`config.mk`:
```
export PLATFORM = sky130hd
export DESIGN_NAME = memoryMap_flat
export DESIGN_NICKNAME = d
export VERILOG_FILES = /design/src/hdl/socPkg.sv /design/src/hdl/cpuMemIf.sv /design/src/hdl/memoryMap.sv /design/src/flat_wrapper.sv
export SDC_FILE = /design/constraint.sdc
export NUM_CORES = 1
export LEC_CHECK = 0
export ABC_AREA = 1
export BUFFER_PORTS_ARGS = -buffer_cell sky130_fd_sc_hd__buf_4
export CAP_MARGIN = 40
export CORE_AREA = 5 5 106 108
export CTS_CLUSTER_DIAMETER = 60
export DETAILED_ROUTE_END_ITERATION = 16
export DIE_AREA = 0 0 111 113
export PLACE_DENSITY = 0.59
export SLEW_MARGIN = 20
export SYNTH_ARGS = -nofsm -noshare
export SYNTH_HDL_FRONTEND = slang
export SYNTH_SLANG_ARGS = --single-unit
```
`constraint.sdc`:
```
create_clock -name Clock -period 1.69 [get_ports Clock]
set_input_delay 0.507 -clock Clock [delete_from_list [all_inputs] [get_ports Clock]]
set_output_delay 0.507 -clock Clock [all_outputs]
set_load 0.02 [all_outputs]
```
`src/hdl/socPkg.sv`:
```
`default_nettype none

package socPkg;

    // Data and address width of the whole system
    typedef logic [31:0] Word;

    // Major opcodes decoded by the core
    typedef enum logic [6:0] {
        opLui    = 7'b0110111,
        opImm    = 7'b0010011,
        opReg    = 7'b0110011,
        opLoad   = 7'b0000011,
        opStore  = 7'b0100011,
        opBranch = 7'b1100011,
        opJal    = 7'b1101111
    } Opcode;

    // ALU operations
    typedef enum logic [2:0] {
        aluAdd,
        aluSub,
        aluAnd,
        aluOr,
        // Result bit 0 set when both operands match
        aluEq
    } AluOp;

    // Data addresses with this bit set go to the LED register
    localparam int LedAddressBit = 31;

endpackage

`default_nettype wire

```
`src/hdl/cpuMemIf.sv`:
```
`timescale 1ns/1ns
`default_nettype none

interface cpuMemIf import socPkg::*; ();

    // Requests, held as levels until acknowledged
    logic readInstruction;
    Word  instructionAddress;
    logic readData;
    logic writeData;
    Word  dataAddress;
    Word  dataOut;

    // Responses, acknowledgements are one-cycle pulses
    Word  readWord;
    logic instructionLoaded;
    logic dataLoaded;
    logic dataStored;

    modport core (
        output readInstruction,
        output instructionAddress,
        output readData,
        output writeData,
        output dataAddress,
        output dataOut,
        input  readWord,
        input  instructionLoaded,
        input  dataLoaded,
        input  dataStored
    );

    modport memory (
        input  readInstruction,
        input  instructionAddress,
        input  readData,
        input  writeData,
        input  dataAddress,
        input  dataOut,
        output readWord,
        output instructionLoaded,
        output dataLoaded,
        output dataStored
    );

endinterface

`default_nettype wire

```
`src/hdl/memoryMap.sv`:
```
`timescale 1ns/1ns
`default_nettype none

module memoryMap import socPkg::*; #(
    parameter int RamWords = 256
) (
    input  logic                        Clock,
    input  logic                        arstN,
    cpuMemIf.memory                     bus,
    input  logic                        loadEnable,
    input  Word                         loadAddress,
    input  Word                         loadWord,
    output logic [7:0]                  led,
    output logic                        readEnable,
    output logic                        writeEnable,
    output logic [$clog2(RamWords)-1:0] address,
    output Word                         writeWord,
    input  Word                         readWordOut,
    input  logic                        readReady,
    input  logic                        writeDone
);

    localparam int IndexBits = $clog2(RamWords);

    logic ledSelect;
    logic ackActive;
    logic ledWrite;
    logic ledRead;
    logic ledStored;
    logic ledLoaded;

    assign ledSelect = bus.dataAddress[LedAddressBit];

    // Requests stay high while their ack is out, so hold off a second issue
    assign ackActive = readReady || writeDone || ledStored || ledLoaded;

    assign readEnable  = !loadEnable && !ackActive &&
                         (bus.readInstruction || (bus.readData && !ledSelect));
    assign writeEnable = loadEnable ||
                         (!ackActive && bus.writeData && !ledSelect);
    assign ledWrite    = !loadEnable && !ackActive && bus.writeData && ledSelect;
    assign ledRead     = !loadEnable && !ackActive && bus.readData && ledSelect;

    // Loader uses byte addresses like the core
    always_comb begin
        if (loadEnable) begin
            address = loadAddress[IndexBits+1:2];
        end else if (bus.readInstruction) begin
            address = bus.instructionAddress[IndexBits+1:2];
        end else begin
            address = bus.dataAddress[IndexBits+1:2];
        end
    end

    assign writeWord = loadEnable ? loadWord : bus.dataOut;

    always_ff @(posedge Clock or negedge arstN) begin
        if (!arstN) begin
            led       <= 8'd0;
            ledStored <= 1'b0;
            ledLoaded <= 1'b0;
        end else begin
            ledStored <= ledWrite;
            ledLoaded <= ledRead;
            if (ledWrite) begin
                led <= bus.dataOut[7:0];
            end
        end
    end

    assign bus.readWord          = ledLoaded ? Word'(led) : readWordOut;
    assign bus.instructionLoaded = readReady && bus.readInstruction;
    assign bus.dataLoaded        = (readReady || ledLoaded) && bus.readData;
    assign bus.dataStored        = (writeDone && bus.writeData) || ledStored;

    // Every ack belongs to a request still held by the core or to the loader
    assert property (@(posedge Clock) disable iff (!arstN)
        (readReady || ledLoaded) |-> (bus.readInstruction || bus.readData));
    assert property (@(posedge Clock) disable iff (!arstN)
        (writeDone || ledStored) |-> (bus.writeData || $past(loadEnable)));

endmodule

`default_nettype wire

```
`src/flat_wrapper.sv`:
```
// flat-port wrapper written by rule: the top's interface ports become plain ports
module memoryMap_flat import socPkg::*;
#(
    parameter int RamWords = 256
)
  (Clock, arstN, loadEnable, loadAddress, loadWord, led, readEnable, writeEnable, address, writeWord, readWordOut, readReady, writeDone, bus_readInstruction, bus_instructionAddress, bus_readData, bus_writeData, bus_dataAddress, bus_dataOut, bus_readWord, bus_instructionLoaded, bus_dataLoaded, bus_dataStored);
  cpuMemIf bus_i ();
  input  logic Clock;
  input  logic arstN;
  input  logic loadEnable;
  input  Word loadAddress;
  input  Word loadWord;
  output logic [7:0] led;
  output logic readEnable;
  output logic writeEnable;
  output logic [$clog2(RamWords)-1:0] address;
  output Word writeWord;
  input  Word readWordOut;
  input  logic readReady;
  input  logic writeDone;
  input wire logic [$bits(bus_i.readInstruction)-1:0] bus_readInstruction;
  input wire logic [$bits(bus_i.instructionAddress)-1:0] bus_instructionAddress;
  input wire logic [$bits(bus_i.readData)-1:0] bus_readData;
  input wire logic [$bits(bus_i.writeData)-1:0] bus_writeData;
  input wire logic [$bits(bus_i.dataAddress)-1:0] bus_dataAddress;
  input wire logic [$bits(bus_i.dataOut)-1:0] bus_dataOut;
  output wire logic [$bits(bus_i.readWord)-1:0] bus_readWord;
  output wire logic [$bits(bus_i.instructionLoaded)-1:0] bus_instructionLoaded;
  output wire logic [$bits(bus_i.dataLoaded)-1:0] bus_dataLoaded;
  output wire logic [$bits(bus_i.dataStored)-1:0] bus_dataStored;
  assign bus_i.readInstruction = bus_readInstruction;
  assign bus_i.instructionAddress = bus_instructionAddress;
  assign bus_i.readData = bus_readData;
  assign bus_i.writeData = bus_writeData;
  assign bus_i.dataAddress = bus_dataAddress;
  assign bus_i.dataOut = bus_dataOut;
  assign bus_readWord = bus_i.readWord;
  assign bus_instructionLoaded = bus_i.instructionLoaded;
  assign bus_dataLoaded = bus_i.dataLoaded;
  assign bus_dataStored = bus_i.dataStored;
  memoryMap #(.RamWords(RamWords)) u_core (.Clock(Clock), .arstN(arstN), .bus(bus_i), .loadEnable(loadEnable), .loadAddress(loadAddress), .loadWord(loadWord), .led(led), .readEnable(readEnable), .writeEnable(writeEnable), .address(address), .writeWord(writeWord), .readWordOut(readWordOut), .readReady(readReady), .writeDone(writeDone));
endmodule
```
==> impl_metrics.toml <==
[critical_path]
worst-endpoint-arrival_ns = 1.24
setup.worst_path.class = "flip-flop to primary output"
required_ns = 1.18
startpoint_type = "flip-flop"
critical_path.endpoint_type = "primary output"
cp_max_fo = 6

[synthesis]
netlist-cell-type-count = 18
synth_seq_cells = 10
synthDominantCellAreaShare = 0.4020
synth.largest_area_cell = "sky130_fd_sc_hd__nand2_1"
synth_warnings = 0
synth.top_cells.by_area = "sky130_fd_sc_hd__nand2_1 (40%), sky130_fd_sc_hd__dfrtp_1 (18%), sky130_fd_sc_hd__nor2_1 (9.8%), sky130_fd_sc_hd__inv_1 (8.2%), sky130_fd_sc_hd__a21oi_1 (6.2%)"
synth_area_sq_mm = 0.001373
synth_flop_cell = "sky130_fd_sc_hd__dfrtp_1"
synth_common_cells = "sky130_fd_sc_hd__nand2_1 (147), sky130_fd_sc_hd__nor2_1 (36), sky130_fd_sc_hd__inv_1 (30)"
synth-async-reset-ratio = 1.000
synth-edff-count = 0
ys_seq_area_frac = 0.1823
synth.most_common_cell = "sky130_fd_sc_hd__nand2_1"
postSynthCellCount = 272
syn_nets = 472
syn_avg_cell_area_sq_um = 5.046

[pwr]
sw_share = 0.3934
power_per_cell_area_mw_per_mm2 = 475.9
combPwrFrac = 0.640
clockPowerShare = 0.173
power.static_leakage_nw = 2.110
irDropWorstVdd_uv = 213.3
switching_power_mw = 0.6730
internal_power_of_the_cells_mw = 1.038
part_of_the_power_in_registers = 0.187

[clock_network]
tritoncts = "yes"
max-clock-path-buffers = 2
ctsHtreeMaxLevel = 1
clk_pin_slew_ns = 0.05
cts-buffers-inserted = 3
cts-root-buf = "sky130_fd_sc_hd__clkbuf_8"
cts_sinks = 10
later_pin_clock_latency_in_the_skew_report_ns = 0.23

[timing]
slew-limit-headroom = 0.8014
rsz0062_at_grt = "true"
report.final.setup_viol = 4
final_critical_path_setup_slack_ns = -0.05379
achievable-frequency_mhz = 573.5
report.final.slew_viol_count = 0
transition_time_at_the_pin_with_the_least_slew_margin_ns = 0.2960
holdWs_ns = 0.08845
timing.final.hold_violations = 0
period_minus_slack_ns = 1.744
finalCritPeriodShare = 1.032
finClkSkew_ns = 0.002375

[drt]
drt_first_iter_violations = 46
num_vias = 2495
post_drt_wl_per_cell_microns = 12.64
route.final.wire_length_mm = 7.977
drt_pass1_iterations = 4
antenna_left = 0
post-route-drc-count = 0
vias_per_cell = 3.954

[placement]
place_inst = 621
placedInstanceArea_sq_mm = 0.003223
routabilityCongestion = 0.8476
port_buffers = 213
detailedPlacementHpwl_mm = 6.736

[floorplanning]
die_h_microns = 113
core_sq_mm = 0.01014
fp-row-count = 37
initial_core_util = 0.1354
ios = 285
floorplan.die.width_microns = 111
floorplan.die_area_sq_mm = 0.01254

[grt]
first_global_vias = 2408
grt_first_pass_wirelength_mm = 11.59
total_congestion_overflow = 0
number_of_antenna_violations_at_the_first_check_in_global_routing = 0
grt_resource_usage_total = 0.1102
maximum_number_of_pins_on_one_net_before_global_route_repair = 25

[finish]
antenna-diode-count = 0
syn_to_final_growth_pct = 161.9
num-nets-final = 696
instances_no_fill = 631
post_route_cells_drive_above_1_share = 0.5697
design_area_sq_mm = 0.003595

[flow_run]
max-cap-violations = 0

[outcome]
run_status = "complete, but fails checks"
failing_checks = "setup timing"

[min_path]
holdCritPathClass = "input port to asynchronous set/reset pin"
-- layout by cell type, fill, tap and decap left out, types with 2 or more instances in the layout --
cell type	n
sky130_fd_sc_hd__buf_4	202
sky130_fd_sc_hd__nand2_1	143
sky130_fd_sc_hd__inv_1	28
sky130_fd_sc_hd__buf_6	24
sky130_fd_sc_hd__nor2_1	22
sky130_fd_sc_hd__a21oi_2	16
sky130_fd_sc_hd__nor2_2	10
sky130_fd_sc_hd__dfrtp_1	9
sky130_fd_sc_hd__nand3_1	8
sky130_fd_sc_hd__nor2_4	5
sky130_fd_sc_hd__nand2_2	4
sky130_fd_sc_hd__clkbuf_8	4
sky130_fd_sc_hd__buf_12	3
sky130_fd_sc_hd__nor2_8	2
sky130_fd_sc_hd__buf_8	2
-- metrics by stage --
stage	util	TNS [ns]	setup slack [ns]	power, mW
after global routing	0.3546	-1.721	-0.1207	1.819
final	0.3546	-0.1499	-0.05379	1.711
after detailed placement	0.3179	-1.085	-0.06262	1.337
after CTS	0.3383	-0.3698	-0.05630	1.684
after floorplan	-	0	0.009453	0.7538
after global placement	0.3179	-0.6025	-0.04813	1.324
-- flip-flops by register name, indices dropped and copies added, names as in the netlist --
signal / flops
u_core.led: 8
u_core.ledLoaded: 1
u_core.ledStored: 1
-- cells by family (layout without fill, tap and decap cells) --
kind of cell,Yosys count,after routing,synth area share
flops,10,10,0.1823
buf+inv,46,269,0.1540
simple gates,198,198,0.5980
compound gates,18,18,0.06563
-- final cells by class --
cell class                 count  area [sq um]
fill                        1100          6544
timing repair buffer         233          1929
multi-input combinational    216          1052
sequential                    10         251.5
tap                          136         170.2
inverter                      32         136.4
clock buffer                   4         55.05
-- layer usage --
layer / GRT usage / wire length (microns) / up-vias
met5: 0 / 0 / -
met4: 0.03120 / 123 / 0
met3: 0.03636 / 799 / 10
met2: 0.2160 / 4298 / 124
met1: 0.1105 / 2755 / 1108
li1: - / - / 1253
-- final timing paths --
| check | end | cells after the start | startpoint | slack (ns) |
|---|---|---|---|---|
| worst max register to register | u_core.led[4] | 6 | u_core.ledLoaded | 0.34 |
| worst max-delay path | writeEnable | 4 | u_core.ledLoaded | -0.05 |
| worst min register to register | u_core.led[2] | 2 | u_core.led[2] | 0.51 |
| worst min-delay path | u_core.led[6] | 1 | arstN | 0.09 |
| min in group Clock | u_core.led[2] | 2 | u_core.led[2] | 0.51 |
| max in group asynchronous | u_core.ledLoaded | 1 | arstN | 1.45 |
-- power by group through the flow --
stage	sequential [mW]	clock, mW	combinational (mW)
after global placement	0.322	0	1.00
after detailed placement	0.325	0	1.01
after CTS	0.322	0.303	1.06
final	0.320	0.296	1.09
after global routing	0.327	0.322	1.17
after floorplan	0.360	0	0.394
-- critical path, stage by stage (launching register included) --
cell and delay [ns]:
sky130_fd_sc_hd__dfrtp_2 0.49, sky130_fd_sc_hd__nor2_8 0.19, sky130_fd_sc_hd__nand2_4 0.06, sky130_fd_sc_hd__o21ai_2 0.12, sky130_fd_sc_hd__buf_6 0.14
-- what timing repair did --
item	in CTS	in global routing
hold buffers	0	0
pin swaps	2	9
gates resized for setup	34	35
setup buffers	2	2
setup endpoints to repair	68	43
gates cloned	1	1
Power figures use the tool's default switching activity.
