--- src/hdl/socPkg.sv ---
`default_nettype none

package socPkg;

    // Data and address width of the whole system
    typedef logic [31:0] Word;

    // Major opcodes decoded by the core
    typedef enum logic [6:0] {
        opLui    = 7'b0110111,
        opImm    = 7'b0010011,
        opReg    = 7'b0110011,
        opLoad   = 7'b0000011,
        opStore  = 7'b0100011,
        opBranch = 7'b1100011,
        opJal    = 7'b1101111
    } Opcode;

    // ALU operations
    typedef enum logic [2:0] {
        aluAdd,
        aluSub,
        aluAnd,
        aluOr,
        // Result bit 0 set when both operands match
        aluEq
    } AluOp;

    // Data addresses with this bit set go to the LED register
    localparam int LedAddressBit = 31;

endpackage

`default_nettype wire

--- src/hdl/cpuMemIf.sv ---
`timescale 1ns/1ns
`default_nettype none

interface cpuMemIf import socPkg::*; ();

    // Requests, held as levels until acknowledged
    logic readInstruction;
    Word  instructionAddress;
    logic readData;
    logic writeData;
    Word  dataAddress;
    Word  dataOut;

    // Responses, acknowledgements are one-cycle pulses
    Word  readWord;
    logic instructionLoaded;
    logic dataLoaded;
    logic dataStored;

    modport core (
        output readInstruction,
        output instructionAddress,
        output readData,
        output writeData,
        output dataAddress,
        output dataOut,
        input  readWord,
        input  instructionLoaded,
        input  dataLoaded,
        input  dataStored
    );

    modport memory (
        input  readInstruction,
        input  instructionAddress,
        input  readData,
        input  writeData,
        input  dataAddress,
        input  dataOut,
        output readWord,
        output instructionLoaded,
        output dataLoaded,
        output dataStored
    );

endinterface

`default_nettype wire

--- src/hdl/cpuCore.sv ---
`timescale 1ns/1ns
`default_nettype none

module cpuCore import socPkg::*; #(
    parameter int StartDelay = 16
) (
    input  logic  Clock,
    input  logic  arstN,
    input  logic  halt,
    cpuMemIf.core bus
);

    localparam int DelayBits = $clog2(StartDelay + 1);

    typedef enum logic [1:0] {
        stateStart,
        stateFetch,
        stateExecute,
        stateMemory
    } CoreState;

    CoreState             state;
    logic [DelayBits-1:0] delayCount;
    Word                  pc;
    Word                  instruction;

    // Decoded fields
    Opcode      opcode;
    logic [4:0] rd;
    logic [4:0] rs1;
    logic [4:0] rs2;
    logic [2:0] funct3;
    Word        immI;
    Word        immS;
    Word        immB;
    Word        immU;
    Word        immJ;

    Word  rs1Value;
    Word  rs2Value;
    AluOp aluOp;
    Word  aluB;
    Word  aluResult;
    Word  pcPlusFour;
    Word  nextPc;
    logic branchTaken;
    logic isMemoryOp;
    logic regWrite;
    Word  regWriteValue;

    assign opcode = Opcode'(instruction[6:0]);
    assign rd     = instruction[11:7];
    assign funct3 = instruction[14:12];
    assign rs1    = instruction[19:15];
    assign rs2    = instruction[24:20];

    assign immI = {{20{instruction[31]}}, instruction[31:20]};
    assign immS = {{20{instruction[31]}}, instruction[31:25], instruction[11:7]};
    assign immB = {{19{instruction[31]}}, instruction[31], instruction[7],
                   instruction[30:25], instruction[11:8], 1'b0};
    assign immU = {instruction[31:12], 12'b0};
    assign immJ = {{11{instruction[31]}}, instruction[31], instruction[19:12],
                   instruction[20], instruction[30:21], 1'b0};

    registerFile registers (
        .Clock       (Clock),
        .readIndexA  (rs1),
        .readIndexB  (rs2),
        .readValueA  (rs1Value),
        .readValueB  (rs2Value),
        .writeEnable (regWrite),
        .writeIndex  (rd),
        .writeValue  (regWriteValue)
    );

    // Operand and operation select
    always_comb begin
        aluOp = aluAdd;
        aluB  = immI;
        case (opcode)
            opReg: begin
                aluB = rs2Value;
                case (funct3)
                    3'b111:  aluOp = aluAnd;
                    3'b110:  aluOp = aluOr;
                    default: aluOp = instruction[30] ? aluSub : aluAdd;
                endcase
            end
            opStore: aluB = immS;
            opBranch: begin
                aluB  = rs2Value;
                aluOp = aluEq;
            end
            default: ;
        endcase
    end

    always_comb begin
        case (aluOp)
            aluSub:  aluResult = rs1Value - aluB;
            aluAnd:  aluResult = rs1Value & aluB;
            aluOr:   aluResult = rs1Value | aluB;
            aluEq:   aluResult = Word'(rs1Value == aluB);
            default: aluResult = rs1Value + aluB;
        endcase
    end

    // BEQ on funct3 000, BNE on 001
    assign branchTaken = (opcode == opBranch) &&
                         ((funct3 == 3'b000 && aluResult[0]) ||
                          (funct3 == 3'b001 && !aluResult[0]));

    assign pcPlusFour = pc + 32'd4;
    assign isMemoryOp = (opcode == opLoad) || (opcode == opStore);

    always_comb begin
        if (opcode == opJal) begin
            nextPc = pc + immJ;
        end else if (branchTaken) begin
            nextPc = pc + immB;
        end else begin
            nextPc = pcPlusFour;
        end
    end

    // Writeback from execute or from a finished load
    always_comb begin
        if (state == stateMemory) begin
            regWrite      = (opcode == opLoad) && bus.dataLoaded;
            regWriteValue = bus.readWord;
        end else begin
            regWrite = (state == stateExecute) &&
                       (opcode == opLui || opcode == opImm ||
                        opcode == opReg || opcode == opJal);
            case (opcode)
                opLui:   regWriteValue = immU;
                opJal:   regWriteValue = pcPlusFour;
                default: regWriteValue = aluResult;
            endcase
        end
    end

    always_ff @(posedge Clock or negedge arstN) begin
        if (!arstN) begin
            state      <= stateStart;
            delayCount <= DelayBits'(StartDelay - 1);
            pc         <= '0;
        end else if (halt) begin
            state      <= stateStart;
            delayCount <= DelayBits'(StartDelay - 1);
            pc         <= '0;
        end else begin
            case (state)
                stateStart: begin
                    if (delayCount == '0) begin
                        state <= stateFetch;
                    end else begin
                        delayCount <= delayCount - 1'b1;
                    end
                end
                stateFetch: begin
                    if (bus.instructionLoaded) begin
                        state <= stateExecute;
                    end
                end
                stateExecute: begin
                    pc    <= nextPc;
                    state <= isMemoryOp ? stateMemory : stateFetch;
                end
                default: begin
                    if (bus.dataLoaded || bus.dataStored) begin
                        state <= stateFetch;
                    end
                end
            endcase
        end
    end

    // Instruction and memory operands
    always_ff @(posedge Clock) begin
        if (bus.instructionLoaded) begin
            instruction <= bus.readWord;
        end
        if (state == stateExecute) begin
            bus.dataAddress <= aluResult;
            bus.dataOut     <= rs2Value;
        end
    end

    assign bus.instructionAddress = pc;
    assign bus.readInstruction    = (state == stateFetch);
    assign bus.readData           = (state == stateMemory) && (opcode == opLoad);
    assign bus.writeData          = (state == stateMemory) && (opcode == opStore);

    // Fetch and data acks never coincide on the shared port
    assert property (@(posedge Clock) disable iff (!arstN)
        bus.instructionLoaded |-> !(bus.dataLoaded || bus.dataStored));

endmodule

`default_nettype wire

--- src/hdl/registerFile.sv ---
`timescale 1ns/1ns
`default_nettype none

module registerFile import socPkg::*; (
    input  logic       Clock,
    input  logic [4:0] readIndexA,
    input  logic [4:0] readIndexB,
    output Word        readValueA,
    output Word        readValueB,
    input  logic       writeEnable,
    input  logic [4:0] writeIndex,
    input  Word        writeValue
);

    Word registers [32];

    // x0 is hardwired to zero
    always_comb begin
        if (readIndexA == 5'd0) begin
            readValueA = '0;
        end else begin
            readValueA = registers[readIndexA];
        end
        if (readIndexB == 5'd0) begin
            readValueB = '0;
        end else begin
            readValueB = registers[readIndexB];
        end
    end

    always_ff @(posedge Clock) begin
        if (writeEnable && writeIndex != 5'd0) begin
            registers[writeIndex] <= writeValue;
        end
    end

endmodule

`default_nettype wire

--- src/flat_wrapper.sv ---
// flat-port wrapper written by rule: the top's interface ports become plain ports
module cpuCore_flat import socPkg::*;
#(
    parameter int StartDelay = 16
)
  (Clock, arstN, halt, bus_readInstruction, bus_instructionAddress, bus_readData, bus_writeData, bus_dataAddress, bus_dataOut, bus_readWord, bus_instructionLoaded, bus_dataLoaded, bus_dataStored);
  cpuMemIf bus_i ();
  input  logic Clock;
  input  logic arstN;
  input  logic halt;
  output wire logic [$bits(bus_i.readInstruction)-1:0] bus_readInstruction;
  output wire logic [$bits(bus_i.instructionAddress)-1:0] bus_instructionAddress;
  output wire logic [$bits(bus_i.readData)-1:0] bus_readData;
  output wire logic [$bits(bus_i.writeData)-1:0] bus_writeData;
  output wire logic [$bits(bus_i.dataAddress)-1:0] bus_dataAddress;
  output wire logic [$bits(bus_i.dataOut)-1:0] bus_dataOut;
  input wire logic [$bits(bus_i.readWord)-1:0] bus_readWord;
  input wire logic [$bits(bus_i.instructionLoaded)-1:0] bus_instructionLoaded;
  input wire logic [$bits(bus_i.dataLoaded)-1:0] bus_dataLoaded;
  input wire logic [$bits(bus_i.dataStored)-1:0] bus_dataStored;
  assign bus_readInstruction = bus_i.readInstruction;
  assign bus_instructionAddress = bus_i.instructionAddress;
  assign bus_readData = bus_i.readData;
  assign bus_writeData = bus_i.writeData;
  assign bus_dataAddress = bus_i.dataAddress;
  assign bus_dataOut = bus_i.dataOut;
  assign bus_i.readWord = bus_readWord;
  assign bus_i.instructionLoaded = bus_instructionLoaded;
  assign bus_i.dataLoaded = bus_dataLoaded;
  assign bus_i.dataStored = bus_dataStored;
  cpuCore #(.StartDelay(StartDelay)) u_core (.Clock(Clock), .arstN(arstN), .halt(halt), .bus(bus_i));
endmodule
--- config.mk ---
export PLATFORM = sky130hd
export DESIGN_NAME = cpuCore_flat
export DESIGN_NICKNAME = d
export VERILOG_FILES = /design/src/hdl/socPkg.sv /design/src/hdl/cpuMemIf.sv /design/src/hdl/cpuCore.sv /design/src/hdl/registerFile.sv /design/src/flat_wrapper.sv
export SDC_FILE = /design/constraint.sdc
export NUM_CORES = 2
export LEC_CHECK = 0
export BUFFER_PORTS_ARGS = -buffer_cell sky130_fd_sc_hd__buf_2
export CORE_UTILIZATION = 57
export CTS_CLUSTER_SIZE = 10
export DETAILED_ROUTE_END_ITERATION = 7
export PLACE_DENSITY = 0.73
export SYNTH_ARGS = -nofsm -noshare
export SYNTH_HDL_FRONTEND = slang
export SYNTH_HIERARCHICAL = 1
export SYNTH_SLANG_ARGS = --single-unit
--- constraint.sdc ---
create_clock -name Clock -period 5.6 [get_ports Clock]
set_input_delay 1.12 -clock Clock [delete_from_list [all_inputs] [get_ports Clock]]
set_output_delay 1.12 -clock Clock [all_outputs]
set_load 0.02 [all_outputs]
==> results by group <==
Run status
  • Status: finished with violations
  • Violated checks: setup timing

Timing
  • TNS Setup: -23,040 ps
  • Pins Over Slew Limit: 0
  • Setup violators final: 316
  • Fmax: 174 MHz
  • RSZ-0062 raised after global routing: true
  • Crit path time final: about 5800 ps
  • Skew final: ~42 ps
  • Final hold vios: 0
  • Worst setup margin: -162 ps
  • Period Utilization, post-route: 1.03
  • Least-Margin Pin Slew: between 1000 and 1500 ps
  • Slew HR: 0.194

CTS
  • Clock root cell: clkbuf_16
  • CTS Hold Bufs: 0
  • # H-tree levels: 4
  • Cts bufs inserted: 138
  • Clk buf depth: 3
  • Clk sinks: roughly 1,200
  • Clock Latency Late Sink: 780 ps
  • CTS tree: built
  • Clock-pin slew on the worst setup and hold paths: 60 ps

Hold path
  • HP Class: primary input to asynchronous set/reset pin

Power
  • Power per cell area: around 360 nW/µm²
  • Peak VDD IR: ~0.26 mV
  • Leakage Power: 27.5 nW

Worst setup path
  • Crit. End Element: flip-flop
  • RR Endpoint: u_core/registers/registers[13][27]
  • R2r setup slk: -160 ps
  • Crit Path Max Fanout: 32
  • Worst Path Required: between 6000 and 7000 ps
  • Crit path kind: flip-flop to flip-flop
  • Reg2Reg Depth: 25
  • Worst EP arrival: 6220 ps
  • Crit path launch type: flip-flop
  • Crit Reg-Reg Startpoint: u_core/instruction[21]

Final layout
  • Most frequent cells in the layout: edfxtp_1 (1,120), buf_4 (544), mux2i_1 (332), mux4_2 (316), nand2_1 (240)
  • Area Overhead vs Synth: 21.3%
  • Design Area, Final: 75,600 µm²
  • Net count, final: 5,214
  • Share of layout cells above drive strength 1: 0.330
  • Commonest non-fill, non-tap cell in the layout: edfxtp_1
  • Fill count: 7,063
  • Filler-free cell count of the finished design: 6,476

Global routing
  • Vias in the first global route: 45,881
  • Global-route wire length before repair: 325,000 µm
  • GRT Total Usage: 0.412
  • Antenna violations before repair: 5
  • Largest net degree at the start of global routing: 83
  • GRT Residual Overflow: 0

Logic synthesis
  • Synth Flop Type: edfxtp_1
  • Post-Syn Instances: roughly 4,300
  • Number of synthesized register bits: 1,158
  • EDFF count, synth: 1,120
  • Mapped Area: between 60,000 and 70,000 µm²
  • Average cell area after synthesis: around 14 µm²
  • Seq/Total Area, Yosys: 0.555
  • Cell variety after synth: 98
  • Yosys warns: 6
  • Async SR Flop Fraction: 0.0328

Floorplanning
  • Boundary pin count: 137
  • Die area: 111,000 µm²
  • Chip Width: approximately 330 µm
  • Row count: 120
  • Starting Density: 0.579
  • Die H: 333 µm
  • Core ar.: 108,000 µm²

Place
  • Placed cells: 6,209
  • # port buffers: 135
  • HPWL Detailed: 151,000 µm
  • Final RePlAce weighted congestion: 1.03
  • Placed instance area: 69,400 µm²

Drt
  • Routed len/inst: 35.9 µm
  • Detailed-route DRC error count: 0
  • Initial DRC Count: 7,702
  • Pre-antenna DRT Iters: 7
  • Vias post-DR: 47,997
  • Antenna Nets Post-Route: 0
  • Routed WL: 232,000 µm
  • Vias per std cell: 7.41

Job
  • Max_cap viols: 0
==> stage by stage <==
stage	hold WS (ps)	utilization	setup slack [ps]	power [W]
final	561	0.702	-162	0.0270
after detailed placement	549	0.645	-915	0.0182
after CTS	519	0.691	-42.6	0.0265
after global routing	550	0.702	-232	0.0277
after floorplan	495	-	58.1	0.0149
after global placement	535	0.645	-757	0.0181
==> worst max path at each step <==
stage	from	to	slack [ps]
2_1_floorplan	u_core/instruction[22]	u_core/registers/registers[0][23]	60
3_3_place_gp	u_core/instruction[20]	u_core/registers/registers[30][26]	-760
3_5_place_dp	u_core/instruction[17]	u_core/registers/registers[30][26]	-920
4_1_cts	u_core/instruction[16]	u_core/registers/registers[12][27]	-40
5_1_grt	u_core/instruction[21]	u_core/registers/registers[31][27]	-230
6_report	u_core/instruction[21]	u_core/registers/registers[13][27]	-160
==> report_power, final <==
| group | leakage (nW) | switching, W | total (W) | internal [W] |
|---|---|---|---|---|
| clock network | 1.89 | 0.00345 | 0.00806 | 0.00461 |
| registers | 10.6 | 0.000159 | 0.0111 | 0.0109 |
| logic | 15.0 | 0.00474 | 0.00791 | 0.00317 |
| total | 27.5 | 0.00835 | 0.0270 | 0.0187 |
==> Yosys cell counts (all sizes together), types with 8 or more instances <==
library cell / number / area [µm²]
o2111ai: 16 / 140
a31oi: 15 / 93.8
nand3: 52 / 260
a22oi: 73 / 548
mux4: 352 / 8060
a211oi: 82 / 676
or4: 8 / 67.6
a221o: 14 / 140
nand4: 46 / 288
a311oi: 36 / 315
nand2b: 10 / 62.6
a21boi: 9 / 67.6
mux2i: 332 / 3320
o221ai: 85 / 744
mux2: 73 / 822
nor3: 37 / 190
and3: 19 / 119
or2: 11 / 68.8
edfxtp: 1120 / 33600
nor2: 186 / 706
a21oi: 234 / 1170
a2bb2oi: 11 / 96.3
o21bai: 15 / 113
nor4: 12 / 120
o211ai: 15 / 113
xor2: 26 / 228
ha: 146 / 1830
xnor2: 49 / 429
dfrtp: 34 / 851
clkbuf: 181 / 684
nor2b: 48 / 300
a21o: 47 / 353
buf: 142 / 946
or3: 11 / 73.8
a221oi: 90 / 895
o31ai: 16 / 125
inv: 132 / 495
o22ai: 19 / 119
o21a: 11 / 82.6
and2: 11 / 68.8
o21ai: 166 / 831
nand3b: 11 / 82.6
nand2: 243 / 915
==> sequential cells by signal, indices dropped and copies added, names as in the netlist <==
register                       cells
u_core/state                       2
u_core/bus.dataAddress            32
u_core/delayCount                  5
u_core/bus.dataOut                32
u_core/instruction                32
u_core/registers/registers      1024
u_core/bus.instructionAddress     31
==> layout make-up <==
cell class | instances | area, µm² | area share
inverter | 132 | 500 | 0.00662
timing repair buffer | 831 | 7650 | 0.101
tap | 1403 | 1760 | 0.0232
clock inverter | 20 | 287 | 0.00379
multi-input combinational | 2765 | 27200 | 0.360
clock buffer | 160 | 3590 | 0.0475
sequential | 1158 | 34600 | 0.458
antenna | 7 | 17.5 | 0.000232
==> timing repair <==
item	in CTS	in global routing
setup endpoints to repair	777	740
gates cloned	7	2
buffers inserted	31	40
resized for setup	135	148
pin swaps	35	57
==> critical path, cell delays in order (launching register included) <==
cell,delay [ps]
edfxtp_1,440
buf_12,150
buf_12,130
buf_4,130
nor2_4,50
buf_6,170
buf_4,180
nand2_1,60
o2111ai_1,150
a311oi_1,370
buf_4,200
nand2_1,70
a21oi_2,160
inv_1,110
ha_4,240
buf_4,170
nor4_4,310
nand2_2,90
or4b_4,520
o211a_4,300
o311ai_4,350
nor3_2,70
o31ai_2,230
o211ai_1,180
a221o_1,360
buf_12,170
==> metal layers <==
layer	up-vias	GRT usage	share of wire
met5	-	0	0.00075
met4	8	0.240	0.074
met3	1013	0.131	0.15
met2	4353	0.619	0.44
met1	23617	0.526	0.34
li1	19006	-	-
==> cells by family after synthesis <==
logic type / count (synthesis) / synth area share
buffers and inverters: 455 / 0.0341
xor gates and xnor gates: 75 / 0.0105
other: 2 / 0.000121
DFF: 1158 / 0.555
and+or+nand+nor: 730 / 0.0568
adders and majority gates: 150 / 0.0306
AOI/OAI and AO/OA: 1020 / 0.117
muxes: 757 / 0.196
(Power assumes the default switching activity.)
